[src/ibuf_conf_pkg.sv]
package ibuf_conf_pkg;

  // fetch side
  localparam int VADDR_W    = 32;
  localparam int LINE_W     = 128;
  localparam int LINE_WORDS = 4;    // 32-bit words per fetch line
  localparam int WORD_POS_W = 2;

  // line queue
  localparam int INST_BUF_SIZE = 4;
  localparam int BUF_PTR_W     = 2;

  // dispatch group limits
  localparam int DISP_SIZE       = 3;
  localparam int ARITH_DISP_SIZE = 2;
  localparam int MEM_DISP_SIZE   = 1;    // loads and stores share this

  typedef logic [VADDR_W-1:0]    vaddr_t;
  typedef logic [LINE_W-1:0]     line_t;
  typedef logic [WORD_POS_W-1:0] word_pos_t;
  typedef logic [BUF_PTR_W-1:0]  buf_ptr_t;

endpackage

[src/ibuf_isa_pkg.sv]
package ibuf_isa_pkg;

  typedef logic [31:0] inst_t;
  typedef logic [6:0]  opcode_t;
  typedef logic [4:0]  reg_idx_t;

  // RV32I major opcodes, inst[6:0]
  localparam opcode_t OPC_LOAD   = 7'b0000011;
  localparam opcode_t OPC_STORE  = 7'b0100011;
  localparam opcode_t OPC_OP     = 7'b0110011;
  localparam opcode_t OPC_OP_IMM = 7'b0010011;
  localparam opcode_t OPC_LUI    = 7'b0110111;
  localparam opcode_t OPC_AUIPC  = 7'b0010111;
  localparam opcode_t OPC_JAL    = 7'b1101111;
  localparam opcode_t OPC_JALR   = 7'b1100111;
  localparam opcode_t OPC_BRANCH = 7'b1100011;

  // anything not a load or store counts as arith
  typedef enum logic [1:0] {
    CAT_ARITH = 2'b00,
    CAT_LD    = 2'b01,
    CAT_ST    = 2'b10
  } inst_cat_t;

endpackage

[src/ibuf_line_queue.sv]
module ibuf_line_queue
  import ibuf_conf_pkg::*;
(
  input  logic   i_clk,
  input  logic   i_reset_n,

  input  logic   i_push,
  input  vaddr_t i_push_pc,
  input  line_t  i_push_line,
  output logic   o_not_full,

  input  logic   i_retire,
  output logic   o_head_valid,
  output vaddr_t o_head_pc,
  output line_t  o_head_line
);

  logic [INST_BUF_SIZE-1:0] r_vld;
  vaddr_t                   r_pc   [INST_BUF_SIZE];
  line_t                    r_line [INST_BUF_SIZE];

  buf_ptr_t r_in_ptr;
  buf_ptr_t r_out_ptr;
  buf_ptr_t w_in_ptr_next;
  buf_ptr_t w_out_ptr_next;

  assign w_in_ptr_next  = (r_in_ptr == buf_ptr_t'(INST_BUF_SIZE - 1)) ? '0 : r_in_ptr + 1'b1;
  assign w_out_ptr_next = (r_out_ptr == buf_ptr_t'(INST_BUF_SIZE - 1)) ? '0 : r_out_ptr + 1'b1;

  always_ff @(posedge i_clk or negedge i_reset_n) begin
    if (!i_reset_n) begin
      r_in_ptr  <= '0;
      r_out_ptr <= '0;
    end else begin
      if (i_push) begin
        r_in_ptr <= w_in_ptr_next;
      end
      if (i_retire) begin
        r_out_ptr <= w_out_ptr_next;
      end
    end
  end

  always_ff @(posedge i_clk or negedge i_reset_n) begin
    if (!i_reset_n) begin
      r_vld <= '0;
    end else begin
      for (int idx = 0; idx < INST_BUF_SIZE; idx++) begin
        if (i_push && (r_in_ptr == buf_ptr_t'(idx))) begin
          r_vld[idx] <= 1'b1;
        end else if (i_retire && (r_out_ptr == buf_ptr_t'(idx))) begin
          r_vld[idx] <= 1'b0;
        end
      end
    end
  end

  // line payload written at the in-pointer
  always_ff @(posedge i_clk) begin
    if (i_push) begin
      r_pc[r_in_ptr]   <= i_push_pc;
      r_line[r_in_ptr] <= i_push_line;
    end
  end

  assign o_not_full   = !(&r_vld);
  assign o_head_valid = r_vld[r_out_ptr];
  assign o_head_pc    = r_pc[r_out_ptr];
  assign o_head_line  = r_line[r_out_ptr];

endmodule

[src/ibuf_inst_decoder.sv]
module ibuf_inst_decoder
  import ibuf_isa_pkg::*;
(
  input  inst_t     i_inst,
  output inst_cat_t o_cat,
  output logic      o_rd_valid,
  output logic      o_rs1_valid,
  output logic      o_rs2_valid
);

  opcode_t  w_opcode;
  reg_idx_t w_rd_idx;
  logic     w_writes_rd;

  assign w_opcode = i_inst[6:0];
  assign w_rd_idx = i_inst[11:7];

  always_comb begin
    case (w_opcode)
      OPC_LOAD:  o_cat = CAT_LD;
      OPC_STORE: o_cat = CAT_ST;
      default:   o_cat = CAT_ARITH;
    endcase
  end

  // register use per RV32I format
  always_comb begin
    w_writes_rd = 1'b0;
    o_rs1_valid = 1'b0;
    o_rs2_valid = 1'b0;
    case (w_opcode)
      OPC_LOAD, OPC_OP_IMM, OPC_JALR: begin  // I-type
        w_writes_rd = 1'b1;
        o_rs1_valid = 1'b1;
      end
      OPC_OP: begin  // R-type
        w_writes_rd = 1'b1;
        o_rs1_valid = 1'b1;
        o_rs2_valid = 1'b1;
      end
      OPC_STORE, OPC_BRANCH: begin  // S/B-type without rd
        o_rs1_valid = 1'b1;
        o_rs2_valid = 1'b1;
      end
      OPC_LUI, OPC_AUIPC, OPC_JAL: begin  // U/J-type
        w_writes_rd = 1'b1;
      end
      default: begin
        w_writes_rd = 1'b0;  // unknown opcode uses no registers
      end
    endcase
  end

  assign o_rd_valid = w_writes_rd & (w_rd_idx != '0);  // x0 writes are dropped

endmodule

[src/ibuf_dispatch_select.sv]
module ibuf_dispatch_select
  import ibuf_conf_pkg::*;
  import ibuf_isa_pkg::*;
(
  input  logic [DISP_SIZE-1:0] i_cand,
  input  inst_cat_t            i_cat [DISP_SIZE],
  output logic [DISP_SIZE-1:0] o_disp_mask
);

  // walk slots in order and stop at the first one over a limit
  always_comb begin
    int   arith_cnt;
    int   mem_cnt;
    logic in_prefix;

    arith_cnt   = 0;
    mem_cnt     = 0;
    in_prefix   = 1'b1;
    o_disp_mask = '0;
    for (int k = 0; k < DISP_SIZE; k++) begin
      if (i_cat[k] == CAT_ARITH) begin
        arith_cnt = arith_cnt + 1;
      end else begin
        mem_cnt = mem_cnt + 1;  // load or store
      end
      if (in_prefix && i_cand[k] &&
          (arith_cnt <= ARITH_DISP_SIZE) && (mem_cnt <= MEM_DISP_SIZE)) begin
        o_disp_mask[k] = 1'b1;
      end else begin
        in_prefix = 1'b0;  // later slots stay out
      end
    end
  end

endmodule

[src/ibuf_inst_buffer.sv]
module ibuf_inst_buffer
  import ibuf_conf_pkg::*;
  import ibuf_isa_pkg::*;
(
  input  logic                 i_clk,
  input  logic                 i_reset_n,

  // fill side
  input  logic                 i_inst_vld,
  input  vaddr_t               i_inst_pc,
  input  line_t                i_inst_line,
  output logic                 o_inst_rdy,

  // dispatch side
  output logic                 o_disp_group_valid,
  output logic [DISP_SIZE-1:0] o_disp_valid,
  output inst_t                o_disp_inst [DISP_SIZE],
  output vaddr_t               o_disp_pc [DISP_SIZE],
  output inst_cat_t            o_disp_cat [DISP_SIZE],
  output logic [DISP_SIZE-1:0] o_disp_rd_valid,
  output logic [DISP_SIZE-1:0] o_disp_rs1_valid,
  output logic [DISP_SIZE-1:0] o_disp_rs2_valid,
  input  logic                 i_disp_ready
);

  logic   w_push;
  logic   w_not_full;
  logic   w_retire;
  logic   w_fire;
  logic   w_head_valid;
  vaddr_t w_head_pc;
  line_t  w_head_line;

  word_pos_t             r_head_start;       // first unissued word of head line
  logic [WORD_POS_W:0]   w_group_size;
  logic [WORD_POS_W:0]   w_next_start;

  inst_t                 w_inst [DISP_SIZE];
  inst_cat_t             w_cat [DISP_SIZE];
  logic [DISP_SIZE-1:0]  w_rd_valid;
  logic [DISP_SIZE-1:0]  w_rs1_valid;
  logic [DISP_SIZE-1:0]  w_rs2_valid;
  logic [DISP_SIZE-1:0]  w_cand;
  logic [DISP_SIZE-1:0]  w_disp_mask;

  assign w_push     = i_inst_vld & w_not_full;
  assign o_inst_rdy = w_not_full;

  ibuf_line_queue u_line_queue (
    .i_clk        (i_clk),
    .i_reset_n    (i_reset_n),
    .i_push       (w_push),
    .i_push_pc    (i_inst_pc),
    .i_push_line  (i_inst_line),
    .o_not_full   (w_not_full),
    .i_retire     (w_retire),
    .o_head_valid (w_head_valid),
    .o_head_pc    (w_head_pc),
    .o_head_line  (w_head_line)
  );

  generate
    for (genvar k = 0; k < DISP_SIZE; k++) begin : slot_loop
      logic [WORD_POS_W:0] w_pos;

      assign w_pos     = {1'b0, r_head_start} + (WORD_POS_W + 1)'(k);
      assign w_cand[k] = w_head_valid & (w_pos < LINE_WORDS);  // no crossing into next line
      assign w_inst[k] = w_head_line[w_pos[WORD_POS_W-1:0] * $bits(inst_t) +: $bits(inst_t)];

      ibuf_inst_decoder u_decoder (
        .i_inst      (w_inst[k]),
        .o_cat       (w_cat[k]),
        .o_rd_valid  (w_rd_valid[k]),
        .o_rs1_valid (w_rs1_valid[k]),
        .o_rs2_valid (w_rs2_valid[k])
      );

      // unused slots drive zeros
      always_comb begin
        if (w_disp_mask[k]) begin
          o_disp_inst[k]      = w_inst[k];
          o_disp_pc[k]        = w_head_pc + vaddr_t'({w_pos, 2'b00});
          o_disp_cat[k]       = w_cat[k];
          o_disp_rd_valid[k]  = w_rd_valid[k];
          o_disp_rs1_valid[k] = w_rs1_valid[k];
          o_disp_rs2_valid[k] = w_rs2_valid[k];
        end else begin
          o_disp_inst[k]      = '0;
          o_disp_pc[k]        = '0;
          o_disp_cat[k]       = CAT_ARITH;
          o_disp_rd_valid[k]  = 1'b0;
          o_disp_rs1_valid[k] = 1'b0;
          o_disp_rs2_valid[k] = 1'b0;
        end
      end
    end
  endgenerate

  ibuf_dispatch_select u_dispatch_select (
    .i_cand      (w_cand),
    .i_cat       (w_cat),
    .o_disp_mask (w_disp_mask)
  );

  assign o_disp_valid       = w_disp_mask;
  assign o_disp_group_valid = |w_disp_mask;
  assign w_fire             = o_disp_group_valid & i_disp_ready;

  // mask is a prefix, so its popcount is the group size
  always_comb begin
    w_group_size = '0;
    for (int k = 0; k < DISP_SIZE; k++) begin
      w_group_size = w_group_size + (WORD_POS_W + 1)'(w_disp_mask[k]);
    end
  end

  assign w_next_start = {1'b0, r_head_start} + w_group_size;
  assign w_retire     = w_fire & (w_next_start >= LINE_WORDS);  // head line fully issued

  always_ff @(posedge i_clk or negedge i_reset_n) begin
    if (!i_reset_n) begin
      r_head_start <= '0;
    end else if (w_retire) begin
      r_head_start <= '0;
    end else if (w_fire) begin
      r_head_start <= w_next_start[WORD_POS_W-1:0];
    end
  end

endmodule

[config.mk]
export PLATFORM = sky130hd
export DESIGN_NAME = ibuf_inst_buffer
export DESIGN_NICKNAME = d
export VERILOG_FILES = /design/src/ibuf_conf_pkg.sv /design/src/ibuf_isa_pkg.sv /design/src/ibuf_line_queue.sv /design/src/ibuf_inst_decoder.sv /design/src/ibuf_dispatch_select.sv /design/src/ibuf_inst_buffer.sv
export SDC_FILE = /design/constraint.sdc
export NUM_CORES = 1
export LEC_CHECK = 0
export ABC_CLOCK_PERIOD_IN_PS = 11800
export BUFFER_PORTS_ARGS = -buffer_cell sky130_fd_sc_hd__buf_2
export CORE_UTILIZATION = 33
export CTS_CLUSTER_SIZE = 8
export DETAILED_ROUTE_END_ITERATION = 16
export SETUP_SLACK_MARGIN = 0.4
export SLEW_MARGIN = 25
export SYNTH_ARGS = -nofsm -noshare
export SYNTH_HDL_FRONTEND = slang
export SYNTH_SLANG_ARGS = --single-unit
[constraint.sdc]
create_clock -name i_clk -period 11.8 [get_ports i_clk]
set_clock_uncertainty 0.05 [all_clocks]
set_input_delay 2.36 -clock i_clk [delete_from_list [all_inputs] [get_ports i_clk]]
set_output_delay 2.36 -clock i_clk [all_outputs]
set_load 0.02 [all_outputs]
==> results of run 1 <==
[power by group through the flow]
stage | logic (mW) | registers, mW | clock network [mW]
CTS | 5.52 | 3.28 | 2.39
finish | 5.47 | 3.27 | 2.33
floorplan | 3.67 | 3.20 | 0
global placement | 5.47 | 3.29 | 0
detailed placement | 5.50 | 3.33 | 0
global route | 5.81 | 3.31 | 2.47
[area by class of cell]
cell class / count / area [um2]
multi-input cells: 834 / 9110
flip-flops and latches: 650 / 19500
diodes: 4 / 10.0
fillers: 7978 / 52200
inverters: 29 / 110
clock inverters: 6 / 70.1
well taps: 1155 / 1450
clock buffers: 120 / 2430
repair buffers: 400 / 2160
[metrics by stage]
step           hold slack (ps)  worst slack, ps  utilization (%)
6_report                   456             2210             40.0
4_1_cts                    460             1920             39.9
5_1_grt                    487             1660             40.0
3_3_place_gp               440             2950             37.0
3_5_place_dp               448             2580             37.0
2_1_floorplan              417             4670                -
[cells in the mapped netlist (3+ instances only)]
library cell	number	area, um2
and2_1	67	419
mux4_2	239	5380
nand4b_1	4	35.0
buf_2	29	145
xor2_1	47	412
o21ai_0	14	70.1
a22o_1	10	87.6
o21ai_1	3	15.0
nor3_1	21	105
or3_1	4	25.0
nand4_1	9	56.3
inv_2	3	11.3
a21o_1	8	60.1
nor4_1	4	25.0
inv_1	25	93.8
nand2_1	94	353
clkbuf_1	35	131
nor4_2	3	37.5
nor2b_1	28	175
and4_1	5	43.8
xnor2_1	35	307
fa_1	6	120
dfrtp_1	10	250
edfxtp_1	640	19200
buf_1	10	37.5
mux2i_1	7	70.1
buf_6	12	135
nand3_1	9	45.0
and3_1	11	68.8
a21oi_1	6	30.0
ha_1	21	263
nor2_1	144	541
[cell usage in the layout (no fill, tap or decap), types with 5 or more instances in the layout]
| cell | count |
|---|---|
| and3_1 | 7 |
| nand3_1 | 8 |
| nor2_1 | 144 |
| a21o_1 | 8 |
| inv_2 | 5 |
| clkbuf_16 | 93 |
| buf_2 | 375 |
| fa_1 | 6 |
| inv_1 | 23 |
| edfxtp_1 | 640 |
| clkbuf_1 | 27 |
| and4_1 | 5 |
| dfrtp_1 | 6 |
| xor2_1 | 47 |
| nor2b_1 | 28 |
| a21oi_1 | 5 |
| and2_1 | 67 |
| nand4_1 | 9 |
| a22o_1 | 10 |
| nand2_1 | 94 |
| o21ai_0 | 14 |
| mux4_2 | 239 |
| xnor2_1 | 35 |
| nor3_1 | 21 |
| ha_1 | 21 |
| buf_4 | 18 |
| mux2i_1 | 7 |
[worst max-delay path by stage]
| stage | slack [ps] | start | endpoint |
|---|---|---|---|
| 2_1_floorplan | 4670 | u_line_queue.r_out_ptr[0] | o_disp_cat[0] |
| 3_3_place_gp | 2950 | r_head_start[1] | o_disp_rd_valid[2] |
| 3_5_place_dp | 2580 | r_head_start[1] | o_disp_cat[0] |
| 4_1_cts | 1920 | r_head_start[1] | o_disp_cat[0] |
| 5_1_grt | 1660 | r_head_start[0] | o_disp_rd_valid[2] |
| 6_report | 2210 | r_head_start[0] | o_disp_rd_valid[2] |
[flip-flops by register name (all words and copies together), names as in the netlist]
register,count
r_head_start,2
u_line_queue.r_in_ptr,2
u_line_queue.r_line,512
u_line_queue.r_out_ptr,2
u_line_queue.r_pc,128
u_line_queue.r_vld,4
[kinds of logic after synthesis]
| group | share of synthesized area (%) |
|---|---|
| XOR/XNOR | 2.47 |
| AO/OA/AOI/OAI | 1.29 |
| adder cells (fa/ha/maj) | 1.32 |
| buffers and inverters | 1.97 |
| flip-flops | 66.9 |
| AND/OR/NAND/NOR | 7.30 |
| multiplexers | 18.8 |
[metal layers]
layer	wire length, um	track usage [%]	vias up
li1	-	-	7166
met1	33300	22.9	8629
met2	40900	30.9	663
met3	6360	5.18	178
met4	2010	5.48	36
met5	216	0	-
==> run metrics, run 1 <==
status complete, no violations; Slew headroom 28.3%; Seq/Total Area, Yosys between 60% and 70%; cells after synthesis 1,601; Ys Warns 0; critical path peak fanout 50; P_int 6.51 mW; Overall Power 11.1 mW; Async SR Flop Fraction 1.54%; routability cong. 0.920; site row count 108; RR Endpoint u_line_queue.r_vld[0]; GRT Overall Usage 18.4%; Avg WL per Cell between 20 and 30 um; Worst setup SP type register; Hold Buf Count CTS 0; Net Sw Power between 4 and 5 mW; CP required 9390 ps; dominant synthesized flop cell edfxtp_1; Setup crit end kind primary output; final non-filler cell total 3,198; Slew @ Worst Pin 1080 ps; Vias/cell 5.21; switching share of total power 41.2%; Fmax 104 MHz; Layout area overhead 19.6%; clock buffer depth 3; Port Buffers 375; antenna violations before repair 32; Starting Density 33.4%; DP Wirelength roughly 55,000 um; nets 2,197; Power Density ~320 nW/um2; CP max stage cell dfrtp_4; hold_sp u_line_queue.r_vld[1]; CTS Root Cell clkbuf_16; Worst-Skew Late Latency 610 ps; R2R cell count 25; share of layout cells above drive strength 1 around 38%; placed cells 3,065; via count 16,700; RSZ-0062 raised after global routing false; Setup TNS Final 0 ps; max-cap viol count 0; WHS Endpoint u_line_queue.r_vld[1]; hold depth 1; Resized Gates After CTS 0; Final Hold Viols 0; Pleak between 10 and 15 nW; cell area after synthesis 29,100 um2; Core ar. 87,000 um2; CTS Sinks 650; number of global-route vias before repair roughly 18,000; post-synthesis cell type count 61; CTS tree built; number of flops mapped to enable cells by yosys 640; Reg-to-Reg Start r_head_start[0]; post-route cell area between 30,000 and 40,000 um2; CP delay by family, top simple AND/OR/NAND/NOR gates; syn_area_per_cell 18.2 um2; CTS buffer count 91; Initial DRT Pass Iterations 5; clk slew on worst S/H paths 50 ps; clock power share 21.0%; antenna-violating nets left 0; WL final 82,800 um; Seq pwr share 29.5%; # setup viols final 0; H-tree depth 3; Worst IR Drop VDD between 0.15 and 0.2 mV; DRT iter0 DRCs roughly 1,100; Die Area 89,400 um2; crit-path cells ha_1 > inv_2 > buf_4 > nor2_1 > nor2_1 > o21ai_0 > nand4b_1 > or3_4 > inv_1 > ha_1 > or3_1 > buf_4 > inv_2 > ha_1 > o211ai_1 > nor2_1 > o31a_1 > nand4b_1 > a311oi_1 > buf_2; Final min period 9590 ps; DRC violations left 0; CP Class reg2out; type of the worst min-delay path reg2reg; DIE WIDTH ~300 um; Setup Buffers After CTS 0; CP Data Arrival Time 7180 ps; first-pass GRT wire length roughly 120,000 um; Net Count, Synth approximately 1,800; max-slew violations 0; Comb pwr share 49.5%; gr ovfl total 0; largest net degree at the start of global routing 106; worst path bufs/invs 6; #FFs+latches synth 650; Final period util approximately four fifths; Worst path max stage delay 1040 ps; DP Area 32,200 um2; # IOs ~380; reg2reg setup slack 4380 ps; cell count along the critical path 20; die height between 200 and 300 um
Power figures use the tool's default switching activity.
==> run 2: changes to the inputs <==
Settings changed: ABC_CLOCK_PERIOD_IN_PS 11800 to 8320.
Clock period 11.8 ns to 8.32 ns, I/O delays scaled along.
==> run metrics, run 2 (same netlist as run 1, synthesis figures left out) <==
largest registers u_line_queue.r_line (512), u_line_queue.r_pc (128), u_line_queue.r_vld (4); critical path peak fanout 36 (-28%); commonest non-fill, non-tap cells in the layout edfxtp_1 (640), buf_2 (375), mux4_2 (239); largest net degree at the start of global routing 121 (+14%); pre-CTS setup slack 1250 ps (-1330 ps); type of the worst min-delay path reg2reg; CTS buffer count 92 (+1.1%); # setup viols final 0 (unchanged); Power Density 446 nW/um2 (+40%); RSZ-0062 raised after global routing false; CP delay by family, top simple AND/OR/NAND/NOR gates; Layout area overhead 19.5% (about the same); Final period util about nine tenths; CP Data Arrival Time 5750 ps (-1430 ps); GR Layer Usage met2 30.4% (-0.49 points); H-tree depth 3 (unchanged); Slew @ Worst Pin 1140 ps (+60.0 ps); Worst path max stage delay 700 ps (-340 ps); Overall Power 15.5 mW (+40%); site row count 108 (unchanged); DRT iter0 DRCs 1,290 (+22%); Final Hold Viols 0 (unchanged); Port Buffers 375 (unchanged); # IOs 376 (unchanged); routability cong. 0.921 (about the same); crit-path cells buf_4 > mux4_2 > a22o_1 > nor2_2 > nand4_2 > or2_2 > inv_1 > fa_1 > o211ai_1 > nor2_1 > o31a_1 > nand3_4 > buf_4 > nor2_1 > buf_2; Reg-to-Reg Start u_line_queue.r_out_ptr[1]; gr ovfl total 0 (unchanged); Finished Core Util 40.0% (about the same); clk slew on worst S/H paths 50 ps (about the same); worst path bufs/invs 4 (-2); first-pass GRT wire length 119,000 um (-0.54%); Core ar. 87,000 um2 (unchanged); hold_sp u_line_queue.r_vld[2]; Vias/cell 5.18 (-0.56%); Die Area 89,400 um2 (unchanged); Avg WL per Cell 25.5 um (-1.5%); CTS Root Cell clkbuf_16; via count 16,600 (-0.56%); hold depth 1 (unchanged); Filler cells 8,004 (+0.33%); nets 2,194 (-0.14%); met3 Use GR 4.54% (-0.63 points); DRC violations left 0 (unchanged); CTS tree built; share of layout cells above drive strength 1 37.8% (-0.061 points); number of global-route vias before repair 17,600 (+0.75%); most common cell after layout, fill and taps aside edfxtp_1; RR Endpoint u_line_queue.r_vld[2]; Final min period between 7000 and 8000 ps; antenna violations before repair 30 (-6.3%); status complete, no violations; Worst-Skew Late Latency 620 ps (about the same); CP Class reg2out; GRT Overall Usage 18.2% (-0.20 points); met1 Track Usage GR 23.0% (+0.044 points); max reg flops 512 (unchanged); GR peak layer met2; Setup crit end kind primary output; DIE WIDTH 299 um (unchanged); Starting Density 33.4% (unchanged); Resized Gates After CTS 0 (unchanged); Setup WS post-layout 858 ps (-1350 ps); Hold WS 462 ps (+6.53 ps); clock buffer depth 3 (unchanged); FF+latch area 19,500 um2 (unchanged); Top reg by flops u_line_queue.r_line; reg2reg setup slack 2200 ps (-2180 ps); Slew headroom 24.3% (-4.0 points); antenna-violating nets left 0 (unchanged); DP Wirelength 52,200 um (-4.3%); Pleak 12.0 nW (-0.14%); CP required 6610 ps (-2780 ps); Setup TNS Final 0 ps (unchanged); R2R cell count 19 (-24%); Fmax 134 MHz; Worst setup SP type register; WL final 81,600 um (-1.5%); CTS Sinks 650 (unchanged); CP max stage cell dfrtp_4; area of the multi-input gates 9110 um2 (about the same); max-cap viol count 0 (unchanged); WHS Endpoint u_line_queue.r_vld[2]; Initial DRT Pass Iterations 5 (unchanged); Worst IR Drop VDD 0.282 mV (+43%); max-slew violations 0 (unchanged); die height 299 um (unchanged)
-- run 2: per-layer routing --
metal,part of all wire (%),up-vias
li1,-,7166
met1,41,8530
met2,49,667
met3,7.2,182
met4,2.7,34
met5,0.27,-
-- run 2: timing repair --
item,4_1_cts,5_1_grt
setup endpoints to repair,0,36
buffers inserted,0,1
hold buffers,0,0
-- run 2: metrics by stage --
step | cell area [um2] | instances
3_5_place_dp | 32200 | 3063
2_1_floorplan | 29100 | 1601
6_report | 34800 | 3198
5_1_grt | 34800 | 3194
3_3_place_gp | 32200 | 3063
4_1_cts | 34800 | 3191
-- run 2: worst max-delay path by stage --
stage,end,cells past startpoint,startpoint
3_3_place_gp,o_disp_pc[13],18,u_line_queue.r_out_ptr[0]
3_5_place_dp,o_disp_pc[13],18,u_line_queue.r_out_ptr[0]
2_1_floorplan,o_disp_cat[0],21,u_line_queue.r_out_ptr[0]
5_1_grt,o_disp_pc[23],19,r_head_start[0]
4_1_cts,o_disp_pc[13],18,u_line_queue.r_out_ptr[0]
6_report,o_disp_pc[13],15,u_line_queue.r_out_ptr[1]
-- run 2: report_power, final --
group	internal (mW)	switching, mW	total (mW)
Clock	2.02	1.31	3.33
Combinational	2.91	4.80	7.71
Sequential	4.30	0.189	4.49
-- run 2: layout make-up --
type                       instances  share of cell area (%)
sequential                       650                    56.0
multi-input combinational        834                    26.2
clock buffer                     119                    7.03
timing repair buffer             396                    6.06
tap                             1155                    4.15
inverter                          29                   0.316
clock inverter                     9                   0.219
antenna                            6                  0.0432
-- run 2: worst reg2reg max path, stage by stage, from the launching register on --
cell and delay (ps):
dfrtp_4 700, buf_4 590, mux4_2 470, a22o_1 270, nor2_2 360, nand4_2 230, or2_2 350, inv_1 80
fa_1 190, o211ai_1 90, nor2_1 140, o31a_1 220, nand3_4 550, inv_2 360, ha_1 190, inv_1 50
fa_1 400, nor2_1 390, nand2_1 110, a21o_1 190
